### src/rtl/gyruss_macros.svh
// Raster, divider and memory sizes shared by the packages and the RTL; the raster has no centring
`ifndef GYRUSS_MACROS_SVH
`define GYRUSS_MACROS_SVH

// =========================================================================
// Raster
// =========================================================================

// Pixels per line and the visible part
`define H_TOTAL      384
`define H_VISIBLE    256
// Horizontal sync low window, in pixels
`define HSYNC_START  296
`define HSYNC_END    328

// Lines per frame and the visible part
`define V_TOTAL      264
`define V_VISIBLE    224
// Vertical sync low window, in lines
`define VSYNC_START  240
`define VSYNC_END    248

// Master clocks per pixel
`define PIX_DIV      8

// =========================================================================
// Memory address widths
// =========================================================================
`define VRAM_AW      11
`define TROM_AW      13
`define LUT_AW       6
`define CPROM_AW     5

`endif

### src/rtl/video_pkg.sv
// Video types for the tile path; counter widths are taken from the raster totals in the macro header
`include "gyruss_macros.svh"

package video_pkg;

	// Raster counters, wide enough for the full line and frame totals
	// 264 lines need a ninth bit on the vertical count
	typedef logic [$clog2(`H_TOTAL)-1:0] hcnt_t;
	typedef logic [$clog2(`V_TOTAL)-1:0] vcnt_t;

	// Two bitplane pixel out of the shifter
	typedef logic [1:0] pix2_t;
	// Lookup PROM output nibble
	typedef logic [3:0] lut_t;
	// Colour PROM index
	typedef logic [`CPROM_AW-1:0] cidx_t;

	// Attribute byte from the upper half of VRAM
	typedef struct packed {
		logic       vflip;
		logic       hflip;
		logic       bank;
		logic       prio;
		logic [3:0] colour;
	} tile_attr_t;

	// Colour PROM byte layout, 8 bits per pixel
	typedef struct packed {
		logic [1:0] blue;
		logic [2:0] green;
		logic [2:0] red;
	} rgb_t;

	// Everything the video blocks need from the timing chain
	typedef struct packed {
		hcnt_t h;
		vcnt_t v;
		logic  cen;
		logic  hblank;
		logic  vblank;
	} timing_t;

endpackage

### src/rtl/bus_pkg.sv
// Host write and ROM download bus types; both are single clock strobes with no handshake
`include "gyruss_macros.svh"

package bus_pkg;

	// Host write
	// Top address bit picks the flip latch, the rest addresses VRAM
	typedef struct packed {
		logic [`VRAM_AW:0] addr;
		logic [7:0]        data;
		logic              wr;
	} host_wr_t;

	// ROM download, address sized for the largest ROM
	// Smaller ROMs use the low address and data bits
	typedef struct packed {
		logic [`TROM_AW-1:0] addr;
		logic [7:0]          data;
		logic                wr;
	} dl_bus_t;

endpackage

### src/rtl/host_bus.sv
// One write is held at a time; host writes must be at least 32 clocks apart or the held one is lost
`timescale 1ns/10ps
`include "gyruss_macros.svh"

module host_bus (
	input  logic               clk_49m,
	input  logic               reset,
	input  video_pkg::timing_t timing_i,
	input  bus_pkg::host_wr_t  host_i,
	output bus_pkg::host_wr_t  vram_wr_o,
	output logic               flip_o
);

	localparam int PH_W = $clog2(`PIX_DIV);
	// Host slot sits halfway through the pixel, clear of the tile fetch
	localparam logic [PH_W-1:0] HOST_SLOT = PH_W'(`PIX_DIV / 2);

	logic [PH_W-1:0]     phase_q;
	logic                sel_flip;
	logic                pend_q;
	logic [`VRAM_AW-1:0] addr_q;
	logic [7:0]          data_q;

	assign sel_flip = host_i.addr[`VRAM_AW];

	// Master clock phase within the pixel, zero on the clock after cen
	always_ff @(posedge clk_49m) begin
		if (!reset) begin
			phase_q <= '0;
		end else begin
			phase_q <= timing_i.cen ? '0 : phase_q + 1'b1;
		end
	end

	// Flip latch takes data bit 0 straight away
	// VRAM writes wait for the host slot
	always_ff @(posedge clk_49m) begin
		if (!reset) begin
			pend_q <= 1'b0;
			flip_o <= 1'b0;
		end else begin
			if (host_i.wr && sel_flip) begin
				flip_o <= host_i.data[0];
			end
			if (host_i.wr && !sel_flip) begin
				pend_q <= 1'b1;
			end else if (phase_q == HOST_SLOT) begin
				pend_q <= 1'b0;
			end
		end
	end

	// Held address and data
	always_ff @(posedge clk_49m) begin
		if (host_i.wr && !sel_flip) begin
			addr_q <= host_i.addr[`VRAM_AW-1:0];
			data_q <= host_i.data;
		end
	end

	assign vram_wr_o.addr = {1'b0, addr_q};
	assign vram_wr_o.data = data_q;
	assign vram_wr_o.wr   = pend_q && (phase_q == HOST_SLOT);

endmodule

### config.mk
export PLATFORM = sky130hd
export DESIGN_NAME = host_bus
export DESIGN_NICKNAME = d
export VERILOG_FILES = /design/src/rtl/video_pkg.sv /design/src/rtl/bus_pkg.sv /design/src/rtl/host_bus.sv
export VERILOG_INCLUDE_DIRS = /design/src /design/src/rtl
export SDC_FILE = /design/constraint.sdc
export NUM_CORES = 1
export LEC_CHECK = 0
export ABC_CLOCK_PERIOD_IN_PS = 1300
export BUFFER_PORTS_ARGS = -buffer_cell sky130_fd_sc_hd__buf_4
export CAP_MARGIN = 20
export CORE_ASPECT_RATIO = 1.1
export CORE_MARGIN = 2
export CORE_UTILIZATION = 36
export CTS_CLUSTER_SIZE = 16
export DETAILED_ROUTE_END_ITERATION = 8
export GPL_ROUTABILITY_DRIVEN = 0
export PLACE_DENSITY = 0.75
export SLEW_MARGIN = 15
export SYNTH_ARGS = -nofsm -noshare
export SYNTH_HDL_FRONTEND = slang
export SYNTH_SLANG_ARGS = --single-unit
export TNS_END_PERCENT = 5
### constraint.sdc
create_clock -name clk_49m -period 1.3 [get_ports clk_49m]
set_input_delay 0.325 -clock clk_49m [delete_from_list [all_inputs] [get_ports clk_49m]]
set_output_delay 0.325 -clock clk_49m [all_outputs]
set_load 0.01 [all_outputs]
==> out/qor.txt, run 1 <==
outcome: complete, but fails checks
violated checks: setup timing
highest ir drop seen on vdd: 0.611 mV
die height: 53.5 µm
Post-Syn Area: 803 µm²
clk buf depth: 2
crit path launch type: flip-flop
dpl cells: 116
RSZ-0062 raised after global routing: yes
setup ws final: -0.126 ns
initial antenna violation count: 0
# DRC: 0
vias in the first global route: 509
Vias: 512
Core Util, Final: 60.9%
Leak: 0.538 nW
Register-to-Register Setup Slack: 0.31 ns
top cells by area, synth: edfxtp_1, dfxtp_1, ha_1
R2R depth: 4
worst min-delay path category: in -> reg
commonest non-fill, non-tap cell in the layout: buf_4
Final setup viols: 1
Num CTS Buffers: 3
share of the synthesized area in the top cell type: 71.0%
RR Startpoint: phase_q[0]
CTS tree: built
clock sink count: 24
Seq/Total Area, Yosys: 83.5%
register bit count reported by yosys: 24
post-DP HPWL: 1030 µm
Initial Util: 38.9%
Layout area overhead: 56.4%
crit path DAT: 1.10 ns
Syn Area/Cell: 18.3 µm²
overall routed net length: 1400 µm
pin count of the biggest net entering global routing: 21
area of the core: 2060 µm²
commonest cells after routing, fill and taps aside: buf_4, edfxtp_1, nor2_1, clkbuf_4, dfxtp_1
Synth cell types: 16
Crit Path Max Fanout: 2
CP endpoint: vram_wr_o[0]
non-filler cells, final: 122
number of antenna-violating nets in the routed design: 0
Syn Nets: 90
WHS Path Cells: 1
Antenna diodes: 0
via/cell ratio: 4.20
Root Driver: clkbuf_4
power per cell area: 1160 nW/µm²
period utilisation layout: 110%
Setup TNS: -0.126 ns
fmax: 0.701 GHz
die area: 2630 µm²
layout cells sized above 1: 62.8%
Worst Path Required: 0.98 ns
total congestion overflow: 0
router iterations before antenna repair: 2
clk_lat worst skew: 0.30 ns
Top-Level Pins: 66
Setup crit start: phase_q[0]
cts hold-fix bufs: 0
final number of max-transition violations: 0
synth warn: 0
Gate Count Post-Synth: 44
max-cap violation count: 0
Worst Skew: 0.00198 ns
Overall Power: 0.00145 W
PortBufs: 44
Std-Cell Rows: 17
cell type with the largest total area after synthesis: edfxtp_1
WS Path Type: reg -> out
CP endpoint kind: output port
Iteration-0 DRC Markers: 2
# H-tree levels: 1
Final Critical Period: 1.43 ns
first-pass GRT wire length: 2130 µm
design area: 1260 µm²
Final nets: 141
Placed Area: 1180 µm²
Die X: 49.0 µm
reg2reg end: phase_q[2]
CTS clk-pin slew, worst paths: 0.12 ns
final hold violations: 0
aggregate global-route resource usage: 11.3%
WL per Instance: 11.5 µm
-- logic make-up (layout without fill, tap and decap cells) --
| kind of cell | count (synthesis) | count (layout) | share of synthesized area [%] |
|---|---|---|---|
| AO/OA/AOI/OAI | 2 | 2 | 1.87 |
| XOR/XNOR | 1 | 1 | 1.09 |
| adder cells (fa/ha/maj) | 2 | 2 | 3.11 |
| buffers and inverters | 4 | 54 | 2.34 |
| flip-flops | 24 | 24 | 83.5 |
| multiplexers | 1 | 1 | 1.25 |
| other | 1 | 1 | 0.467 |
| AND/OR/NAND/NOR | 9 | 9 | 6.39 |
-- layer usage --
layer	wire length [µm]	global-route usage, %	vias up
li1	-	-	253
met1	439	10.1	233
met2	794	22.1	26
met3	163	5.56	0
met4	0	4.29	0
met5	0	0	-
-- worst min path at each step --
stage,start,endpoint
global placement,phase_q[0],phase_q[0]
CTS,host_i[10],addr_q[1]
detailed placement,phase_q[0],phase_q[0]
floorplan,phase_q[0],phase_q[0]
finish,host_i[11],addr_q[2]
global route,host_i[14],addr_q[5]
-- sequential cells by signal, summed over array words and instances (netlist names) --
| signal | count |
|---|---|
| data_q | 8 |
| phase_q | 3 |
| flip_o | 1 |
| pend_q | 1 |
| addr_q | 11 |
-- what timing repair did --
action | 4_1_cts | 5_1_grt
hold endpoints to repair | 0 | 0
cloned | 0 | 0
resized for setup | 8 | 0
setup buffers | 2 | 0
pin swaps | 2 | 1
endpoints found under the setup margin | 1 | 1
-- critical path, stage by stage (launching register included) --
cell and delay [ns]:
dfxtp_2 0.34, inv_2 0.07, ha_4 0.13, and3_4 0.17, buf_6 0.09
-- per-stage QoR --
step           hold slack (ns)  setup WS, ns
2_1_floorplan            0.417         0.219
3_3_place_gp             0.431        0.0921
3_5_place_dp             0.444        0.0688
4_1_cts                  0.180        -0.137
5_1_grt                  0.162        -0.178
6_report                 0.192        -0.126
-- power by group --
part | switching (W) | internal (W)
Combinational | 0.0000723 | 0.000115
Sequential | 0.0000135 | 0.000879
Clock | 0.000202 | 0.000171
-- synthesized netlist by cell type --
master / count
xnor2_1: 1
and3_1: 1
nand2_1: 2
a21boi_0: 1
nor2_1: 3
mux2i_1: 1
dfxtp_1: 5
edfxtp_1: 19
buf_4: 1
conb_1: 1
ha_1: 2
o21a_1: 1
nand2_2: 1
inv_1: 3
nand2b_1: 1
nor2b_4: 1
-- area by class of cell --
type	instances	area, µm²
inverter	3	11.3
sequential	24	673
timing repair buffer	47	369
tap	28	35.0
clock buffer	4	36.3
fill	175	807
multi-input combinational	16	131
(Power assumes the default switching activity.)
==> inputs of run 2 (changes only) <==
- BUFFER_PORTS_ARGS: -buffer_cell sky130_fd_sc_hd__buf_4 -> -buffer_cell sky130_fd_sc_hd__buf_2
==> out/qor.txt, run 2 (synthesis gave the netlist of run 1 again) <==
initial antenna violation count: 0
die height: 53.5 µm
outcome: complete, but fails checks
Crit Path Max Fanout: 2
Num CTS Buffers: 3
Final Critical Period: 1.43 ns
first-pass GRT wire length: 2000 µm
fmax: 0.700 GHz
WL per Instance: 10.5 µm
most flop-heavy register: addr_q
Placed Area: 1070 µm²
violated checks: setup timing
WS Path Type: reg -> out
crit path DAT: 1.10 ns
Leak: 0.496 nW
clock sink count: 24
Switching Fraction: 20.1%
max-cap violation count: 0
setup ws final: -0.128 ns
Core Util, Final: 55.3%
commonest non-fill, non-tap cell in the layout: buf_2
design area: 1140 µm²
Worst Skew: 0.000777 ns
Iteration-0 DRC Markers: 4
total congestion overflow: 0
pin count of the biggest net entering global routing: 21
Std-Cell Rows: 17
Psw: 0.000282 W
# DRC: 0
Root Driver: clkbuf_4
crit path launch type: flip-flop
vias in the first global route: 518
RSZ-0062 raised after global routing: yes
Antenna diodes: 0
Top Registers: addr_q x11, data_q x8, phase_q x3
Final setup viols: 1
CP endpoint kind: output port
Die X: 49.0 µm
Final nets: 140
overall routed net length: 1280 µm
final hold violations: 0
post-DP HPWL: 995 µm
Layout area overhead: 42.1%
clk buf depth: 2
worst min-delay path category: in -> reg
die area: 2630 µm²
Top-Level Pins: 66
via/cell ratio: 4.15
router iterations before antenna repair: 3
part of the power in combinational logic: 10.2%
period utilisation layout: 110%
area of the core: 2060 µm²
aggregate global-route resource usage: 10.6%
Largest register FFs: 11
highest ir drop seen on vdd: 0.854 mV
Worst Path Required: 0.98 ns
Initial Util: 38.9%
Vias: 502
final number of max-transition violations: 0
PortBufs: 44
Int Power: 0.00112 W
CTS tree: built
CTS clk-pin slew, worst paths: 0.12 ns
Clk pwr share: 26.4%
share of power burned in registers: 63.4%
# H-tree levels: 1
commonest cells after routing, fill and taps aside: buf_2, edfxtp_1, nor2_1, clkbuf_4, dfxtp_1
power per cell area: 1230 nW/µm²
final hold slack: 0.189 ns
clk_lat worst skew: 0.30 ns
cts hold-fix bufs: 0
layout cells sized above 1: 62.4%
number of antenna-violating nets in the routed design: 0
[run 2: worst paths after layout]
path                                  from            to  slack, ns  depth (start not counted)
worst max-delay path            phase_q[0]  vram_wr_o[0]      -0.13                          4
worst min register to register      flip_o        flip_o       0.48                          2
worst min-delay path            host_i[10]     addr_q[1]       0.19                          1
worst max register to register  phase_q[0]    phase_q[2]       0.34                          4
[run 2: layout make-up]
type | count | area [µm²]
Tap cell | 28 | 35.0
Timing Repair Buffer | 46 | 254
Fill cell | 200 | 922
Multi-Input combinational cell | 16 | 131
Sequential cell | 24 | 673
Inverter | 3 | 11.3
Clock buffer | 4 | 36.3
[run 2: layer usage]
layer	share of wire [%]	wire [µm]	global-route usage, %	vias up
li1	-	-	-	250
met1	38	484	9.51	226
met2	52	664	19.9	26
met3	10	128	4.44	0
met4	0	0	7.14	0
met5	0	0	0	-
[run 2: power by group through the flow]
stage | registers [W] | clock network, W | logic [W]
2_1_floorplan | 0.000933 | 0 | 0.0000288
3_3_place_gp | 0.000906 | 0 | 0.000133
3_5_place_dp | 0.000908 | 0 | 0.000138
4_1_cts | 0.000891 | 0.000391 | 0.000145
5_1_grt | 0.000896 | 0.000418 | 0.000157
6_report | 0.000890 | 0.000370 | 0.000143
[run 2: through the flow]
stage | cells | power, W | worst slack, ns | TNS, ns
global route | 121 | 0.00147 | -0.185 | -0.185
global placement | 116 | 0.00104 | 0.102 | 0
floorplan | 44 | 0.000962 | 0.219 | 0
CTS | 121 | 0.00143 | -0.144 | -0.144
detailed placement | 116 | 0.00105 | 0.0721 | 0
finish | 121 | 0.00140 | -0.128 | -0.128
[run 2: worst max-delay path, cell delays in order (launching register included)]
cell and delay (ns):
dfxtp_2 0.35, inv_2 0.04, ha_4 0.15, and3_4 0.14, buf_6 0.11
[run 2: timing repair]
item | CTS | global route
buffers inserted | 1 | 0
pin swaps | 2 | 1
gates resized for setup | 8 | 0
endpoints found under the setup margin | 1 | 1
