## config.mk

```make
export PLATFORM = sky130hd
export DESIGN_NAME = color_output
export DESIGN_NICKNAME = d
export VERILOG_FILES = /design/src/rtl/video_pkg.sv /design/src/rtl/color_output.sv
export VERILOG_INCLUDE_DIRS = /design/src /design/src/rtl
export SDC_FILE = /design/constraint.sdc
export NUM_CORES = 1
export LEC_CHECK = 0
export BUFFER_PORTS_ARGS = -buffer_cell sky130_fd_sc_hd__buf_2
export CORE_AREA = 2 2 39 41
export DETAILED_ROUTE_END_ITERATION = 6
export DIE_AREA = 0 0 41 43
export PLACE_DENSITY = 0.82
export SETUP_SLACK_MARGIN = 0.2
export SYNTH_ARGS = -nofsm -noshare
export SYNTH_HDL_FRONTEND = slang
export SYNTH_SLANG_ARGS = --single-unit
```

## constraint.sdc

```tcl
create_clock -name clk_49m -period 1.2 [get_ports clk_49m]
set_clock_uncertainty 0.05 [all_clocks]
set_input_delay 0.24 -clock clk_49m [delete_from_list [all_inputs] [get_ports clk_49m]]
set_output_delay 0.24 -clock clk_49m [all_outputs]
set_load 0.02 [all_outputs]
```

## src/rtl/gyruss_macros.svh

```systemverilog
// Raster, divider and memory sizes shared by the packages and the RTL; the raster has no centring
`ifndef GYRUSS_MACROS_SVH
`define GYRUSS_MACROS_SVH

// =========================================================================
// Raster
// =========================================================================

// Pixels per line and the visible part
`define H_TOTAL      384
`define H_VISIBLE    256
// Horizontal sync low window, in pixels
`define HSYNC_START  296
`define HSYNC_END    328

// Lines per frame and the visible part
`define V_TOTAL      264
`define V_VISIBLE    224
// Vertical sync low window, in lines
`define VSYNC_START  240
`define VSYNC_END    248

// Master clocks per pixel
`define PIX_DIV      8

// =========================================================================
// Memory address widths
// =========================================================================
`define VRAM_AW      11
`define TROM_AW      13
`define LUT_AW       6
`define CPROM_AW     5

`endif

```

## src/rtl/video_pkg.sv

```systemverilog
// Video types for the tile path; counter widths are taken from the raster totals in the macro header
`include "gyruss_macros.svh"

package video_pkg;

	// Raster counters, wide enough for the full line and frame totals
	// 264 lines need a ninth bit on the vertical count
	typedef logic [$clog2(`H_TOTAL)-1:0] hcnt_t;
	typedef logic [$clog2(`V_TOTAL)-1:0] vcnt_t;

	// Two bitplane pixel out of the shifter
	typedef logic [1:0] pix2_t;
	// Lookup PROM output nibble
	typedef logic [3:0] lut_t;
	// Colour PROM index
	typedef logic [`CPROM_AW-1:0] cidx_t;

	// Attribute byte from the upper half of VRAM
	typedef struct packed {
		logic       vflip;
		logic       hflip;
		logic       bank;
		logic       prio;
		logic [3:0] colour;
	} tile_attr_t;

	// Colour PROM byte layout, 8 bits per pixel
	typedef struct packed {
		logic [1:0] blue;
		logic [2:0] green;
		logic [2:0] red;
	} rgb_t;

	// Everything the video blocks need from the timing chain
	typedef struct packed {
		hcnt_t h;
		vcnt_t v;
		logic  cen;
		logic  hblank;
		logic  vblank;
	} timing_t;

endpackage

```

## src/rtl/color_output.sv

```systemverilog
// Colour PROM output stage; PROM entry 0 is the background shown where tiles have priority clear
`timescale 1ns/10ps

module color_output (
	input  logic               clk_49m,
	input  logic               reset,
	input  video_pkg::timing_t timing_i,
	input  logic               prio_i,
	input  video_pkg::lut_t    lut_d_i,
	output video_pkg::cidx_t   cprom_a_o,
	input  video_pkg::rgb_t    cprom_d_i,
	output video_pkg::rgb_t    rgb_o
);

	logic blank;

	// Tile colours in the upper half of the PROM
	// Lower half held the sprite colours, only entry 0 is still used
	assign cprom_a_o = prio_i ? {1'b1, lut_d_i} : '0;

	// Blank for the column being loaded
	assign blank = timing_i.hblank || timing_i.vblank;

	// PROM data has settled well before the end of the pixel
	// Load on cen, black outside the visible area
	always_ff @(posedge clk_49m) begin
		if (!reset) begin
			rgb_o <= '0;
		end else if (timing_i.cen) begin
			if (blank) begin
				rgb_o <= '0;
			end else begin
				rgb_o <= cprom_d_i;
			end
		end
	end

endmodule

```

==> results of run 1 <==
-- metal layers --
metal	track usage, %	vias to the layer above	part of all wire, %
met5	0	-	0
met4	8.000	0	1.1
met3	3.665	2	11
met2	16.56	19	48
met1	13.92	173	39
li1	-	203	-
-- placed cells by master (no fill, tap or decap) --
cell       n
buf_4      1
o21a_1     8
buf_6      8
buf_2     22
and2_1     4
dfxtp_2    8
nor4bb_4   1
nor2b_1    8
and4bb_1   4
clkbuf_4   3
and4bb_2   3
-- power breakdown --
part	total [mW]	leakage, nW	switching (mW)	internal [mW]
registers	0.277	0.0687	0.00368	0.273
clock network	0.201	0.0138	0.0869	0.114
logic	0.114	0.243	0.0532	0.0613
total	0.593	0.326	0.144	0.449
-- worst min path at each step --
stage | endpoint | depth (start not counted) | start
floorplan | rgb_o[0]$_SDFFE_PN0P_ | 2 | timing_i[0]
global placement | rgb_o[2]$_SDFFE_PN0P_ | 2 | rgb_o[2]$_SDFFE_PN0P_
detailed placement | rgb_o[6]$_SDFFE_PN0P_ | 2 | rgb_o[6]$_SDFFE_PN0P_
CTS | rgb_o[1]$_SDFFE_PN0P_ | 2 | reset
global route | rgb_o[7]$_SDFFE_PN0P_ | 2 | reset
finish | rgb_o[1]$_SDFFE_PN0P_ | 2 | reset
-- logic make-up after synthesis --
logic type	count (synthesis)	synth area share, %
AO/OA/AOI/OAI	8	13.95
buffers and inverters	3	5.232
flip-flops	8	37.21
AND/OR/NAND/NOR	20	43.60
-- metrics by stage --
step	utilization, %	hold WS, ns	instances	instance area (um2)
finish	48.28	0.2417	86	668.1
global placement	41.77	0.5025	82	578.1
CTS	46.56	0.2373	85	644.4
floorplan	-	0.4244	39	430.4
global route	48.28	0.2384	86	668.1
detailed placement	41.77	0.5057	82	578.1
-- layout make-up --
cell class,count,area [um2],area share (%)
sequential,8,170.2,25.47
clock buffer,3,22.52,3.371
tap,16,20.02,2.996
timing repair buffer,31,207.7,31.09
multi-input combinational,28,247.7,37.08
-- timing repair --
item	4_1_cts	5_1_grt
setup endpoints to repair	8	7
pin swaps	0	0
hold buffers	0	0
setup buffers	0	1
gates resized for setup	17	7
-- synthesized netlist by cell type, drive strengths merged --
master and n:
dfxtp 8, nor4bb 1, and4bb 7, nor2b 8, o21a 8, and2 4, buf 3
==> flow_summary_export.csv, run 1 <==
group,metric,value,unit
floorplanning,core-area,1384,um2
routing,first_pass_iters,2,
routing,wl_per_cell,10.20,um
worst_setup_path,reg2regPathDepth,3,
worst_setup_path,crit_chain,"buf_6",
sta,layout_setup_ws,0.2237,ns
synth,syn_nets,75,
synth,synth_area_leader_cell,"dfxtp_1",
routing,drc_errors,0,
worst_setup_path,critPathMaxFanout,2,
worst_setup_path,cp.required,0.91,ns
final_layout,diodes,0,
grt,antenna_found_initial,0,
cts,cts_buffer_depth,2,
sta,relSlewSlack,84.09,%
final_layout,area_growth,55.23,%
worst_setup_path,ff2ff_setup_slack,0.33,ns
power,ir_worst_vdd,0.0005647,V
worst_setup_path,timing.rr.start,"rgb_o[6]$_SDFFE_PN0P_",
cts,cts_tree,"done",
power,p_leak,0.3258,nW
synth,synthTopCellsByArea,"dfxtp_1 37%, o21a_1 14%, and4bb_1 12%, nor2b_1 12%, and4bb_2 8.7%",
final_layout,fin_nets,108,
final_layout,largest_reg_flops,8,
cts,htreeDepth,1,
sta,max_clock_freq,1.024,GHz
cts,cts_buffers,3,
final_layout,drive_gt1_share,65.71,%
floorplanning,rows,14,
worst_setup_path,cpPeakStageDelay,0.32,ns
grt,grt_max_degree,17,
sta,fin_setup_tns,0,ns
grt,overflow,0,
worst_setup_path,critical_path.top_delay_family,"flip-flops",
placed_design,place_ws,0.1840,ns
synth,syn-mean-instance-area,11.04,um2
synth,seq_area_frac_synth,37.21,%
worst_setup_path,startpoint_type,"register",
cts,clock_latency,0.25,ns
power,powerDensity,887.1,nW/um2
floorplanning,start_util,31.10,%
job,maxCapViolations,0,
run_status,outcome,"complete, no violations",
routing,ant_nets,0,
worst_hold_path,hold_class,"primary input to register",
synth,yosysWarnings,0,
sta,post-route-min-period,0.9763,ns
final_layout,reg_top3,"rgb_o: 8 flops",
worst_setup_path,crit_type,"register to output port",
sta,slew_violations,0,
cts,clkTransAtPathRegs,0.05,ns
final_layout,top_register,"rgb_o",
worst_setup_path,cpMaxStageDelayCell,"dfxtp_2",
grt,grt_usage,11.57,%
synth,synth_cells,39,
placed_design,place_congestion,0.6120,
synth,ys_ff_latch,8,
routing,routed_wl,877,um
worst_setup_path,critPathCapture,"rgb_o[6]",
cts,clockRootBuffer,"clkbuf_4",
synth,synth_area,430.4,um2
synth,synth_cell_types,10,
power,power,0.5927,mW
floorplanning,die-width,41,um
floorplanning,num_io_pins,49,
cts,cts.sinks,8,
sta,period_share,81.36,%
final_layout,fillerInstances,144,
worst_setup_path,critPathLaunch,"rgb_o[6]$_SDFFE_PN0P_",
routing,vias_per_cell,4.616,
worst_setup_path,end_kind,"output port",
grt,grt_pass1_vias,349,
worst_setup_path,cp.depth,1,
routing,drtIter0Drc,1,
sta,finalHoldViolCount,0,
worst_setup_path,r2r-end,"rgb_o[6]$_SDFFE_PN0P_",
synth,yosysTopAreaCellShare,37.21,%
placed_design,portBuffers,30,
worst_setup_path,worstPathBufferInverterCount,1,
sta,setup_viol,0,
worst_setup_path,worstPathArrival,0.69,ns
sta,rsz0062_at_grt,"yes",
grt,grt_pass1_wl,1373,um
floorplanning,dieArea,1763,um2
floorplanning,die_h,43,um
sta,worst_pin_slew,0.2387,ns
routing,vias,397,
Note: power is estimated with default switching activity, not from simulation.
==> run 2: changes to the inputs <==
CORE_AREA = not set   (was 2 2 39 41)
CORE_UTILIZATION = 31   (was not set)
DIE_AREA = not set   (was 0 0 41 43)
PLACE_DENSITY = 0.79   (was 0.82)
clock period = 0.9 ns   (was 1.2 ns; I/O delays follow)
==> flow_summary_export.csv, run 2 (synthesis gave the netlist of run 1 again) <==
group,metric,value,unit
run_status,outcome,"complete, but fails checks",
run_status,violations,"negative setup slack",
routing,wl_per_cell,11.32,um
worst_setup_path,crit_type,"register to output port",
cts,htreeDepth,1,
routing,vias,401,
cts,cts_buffer_depth,2,
worst_setup_path,startpoint_type,"register",
floorplanning,die-width,39.26,um
final_layout,final_cell_mix,"16 x buf_6, 13 x buf_2, 8 x o21a_1, 8 x dfxtp_2, 5 x nor2b_1",
final_layout,final_core_util,57.60,%
worst_setup_path,critical_path.top_delay_family,"flip-flops",
final_layout,largest_reg_flops,8,
placed_design,portBuffers,30,
worst_setup_path,critPathMaxFanout,2,
grt,grt_pass1_vias,349,
cts,hold_buffers,0,
floorplanning,core-area,1301,um2
placed_design,dpl_cell_area,594.3,um2
routing,ant_nets,0,
final_layout,top_register,"rgb_o",
floorplanning,num_io_pins,49,
routing,first_pass_iters,1,
sta,max_clock_freq,1.069,GHz
worst_hold_path,worstHoldPathCells,2,
cts,clkTransAtPathRegs,0.06,ns
power,combinationalPowerShare,22.7,%
routing,routed_wl,962,um
placed_design,place_congestion,0.6704,
power,p_int,0.6353,mW
cts,clockRootBuffer,"clkbuf_4",
power,powerDensity,1137,nW/um2
cts,cts.sinks,8,
worst_setup_path,crit_chain,"buf_6",
cts,clock_latency,0.26,ns
worst_setup_path,cpMaxStageDelayCell,"dfxtp_2",
sta,rsz0062_at_grt,"yes",
sta,relSlewSlack,84.30,%
floorplanning,dieArea,1541,um2
worst_setup_path,cpPeakStageDelay,0.32,ns
sta,period_share,104.0,%
sta,post-route-min-period,0.9357,ns
sta,layout_setup_ws,-0.03573,ns
worst_setup_path,end_kind,"output port",
job,maxCapViolations,0,
sta,worst_pin_slew,0.2355,ns
worst_setup_path,cp.required,0.67,ns
cts,cts_buffers,3,
routing,vias_per_cell,4.718,
final_layout,drive_gt1_share,75.71,%
final_layout,final_common_cell,"buf_6",
final_layout,diodes,0,
worst_setup_path,ff2ff_setup_slack,0.11,ns
grt,grt_usage,13.90,%
grt,grt_max_degree,16,
routing,drtIter0Drc,0,
grt,overflow,0,
power,ir_worst_vdd,0.0007066,V
worst_setup_path,r2r-end,"rgb_o[3]$_SDFFE_PN0P_",
sta,finalHoldViolCount,0,
sta,slew_violations,0,
worst_setup_path,reg2regPathDepth,2,
floorplanning,die_h,39.26,um
worst_setup_path,worstPathBufferInverterCount,1,
grt,grt_pass1_wl,1366,um
power,pwr-share-seq,43.4,%
worst_hold_path,worst_hold_path.endpoint,"rgb_o[1]$_SDFFE_PN0P_",
power,switching_share,25.42,%
cts,cts_tree,"done",
final_layout,area_growth,74.13,%
worst_setup_path,worstPathArrival,0.71,ns
final_layout,fin_nets,108,
power,p_switching,0.2165,mW
worst_hold_path,hold_class,"primary input to register",
floorplanning,start_util,33.08,%
final_layout,fin_area,749.5,um2
worst_hold_path,worstHoldStart,"reset",
power,pwr-share-clk,33.9,%
sta,setup_viol,8,
worst_setup_path,timing.rr.start,"rgb_o[3]$_SDFFE_PN0P_",
routing,drc_errors,0,
power,p_leak,0.3504,nW
grt,antenna_found_initial,0,
final_layout,reg_top3,"rgb_o: 8 flops",
floorplanning,rows,13,
cts,post_cts_buffers,0,
## run 2: cell count changes in the layout (fill, tap and decap cells not counted), moves of 2 or more
cell     change
buf_2        -9
buf_6        +8
and2_4       +4
and2_1       -4
nor2b_1      -3
nor2b_2      +2
## run 2: repair_timing
| action | CTS | global route |
|---|---|---|
| pin swaps | 2 | 3 |
| setup endpoints to repair | 20 | 20 |
| gates resized for setup | 33 | 5 |
## run 2: layout make-up
cell class	instances	area [um2]
well taps	15	18.77
clock buffers	3	22.52
fillers	127	551.8
multi-input cells	28	270.3
flip-flops and latches	8	170.2
repair buffers	31	267.8
## run 2: how the worst max path moves through the flow
stage	endpoint	startpoint	cells past startpoint	slack, ns
floorplan	rgb_o[1]$_SDFFE_PN0P_	rgb_o[1]$_SDFFE_PN0P_	2	0.11
global placement	rgb_o[3]$_SDFFE_PN0P_	timing_i[2]	3	-0.04
detailed placement	rgb_o[3]$_SDFFE_PN0P_	timing_i[2]	3	-0.05
CTS	rgb_o[5]	rgb_o[5]$_SDFFE_PN0P_	1	-0.05
global route	rgb_o[3]	rgb_o[3]$_SDFFE_PN0P_	1	-0.07
finish	rgb_o[5]	rgb_o[5]$_SDFFE_PN0P_	1	-0.04
## run 2: power groups by stage
stage / combinational [mW] / sequential [mW] / clock, mW
CTS: 0.189 / 0.370 / 0.296
finish: 0.193 / 0.370 / 0.289
global placement: 0.144 / 0.375 / 0
floorplan: 0.0704 / 0.386 / 0
global route: 0.209 / 0.371 / 0.312
detailed placement: 0.145 / 0.375 / 0
## run 2: layer usage
| metal | global-route usage [%] | up-vias | share of wire [%] |
|---|---|---|---|
| li1 | - | 203 | - |
| met1 | 13.45 | 166 | 39 |
| met2 | 23.33 | 27 | 47 |
| met3 | 3.977 | 5 | 10 |
| met4 | 12.93 | 0 | 3.8 |
| met5 | 0 | - | 0 |
## run 2: stage by stage
| stage | hold slack (ns) | cells | worst slack, ns | power (mW) | setup TNS [ns] |
|---|---|---|---|---|---|
| 2_1_floorplan | 0.3569 | 39 | 0.1096 | 0.4568 | 0 |
| 6_report | 0.1619 | 85 | -0.03573 | 0.8518 | -0.2560 |
| 3_3_place_gp | 0.4383 | 82 | -0.03882 | 0.5187 | -0.1591 |
| 4_1_cts | 0.1627 | 85 | -0.04567 | 0.8547 | -0.2992 |
| 3_5_place_dp | 0.4398 | 82 | -0.04863 | 0.5205 | -0.2359 |
| 5_1_grt | 0.1633 | 85 | -0.06664 | 0.8908 | -0.4288 |
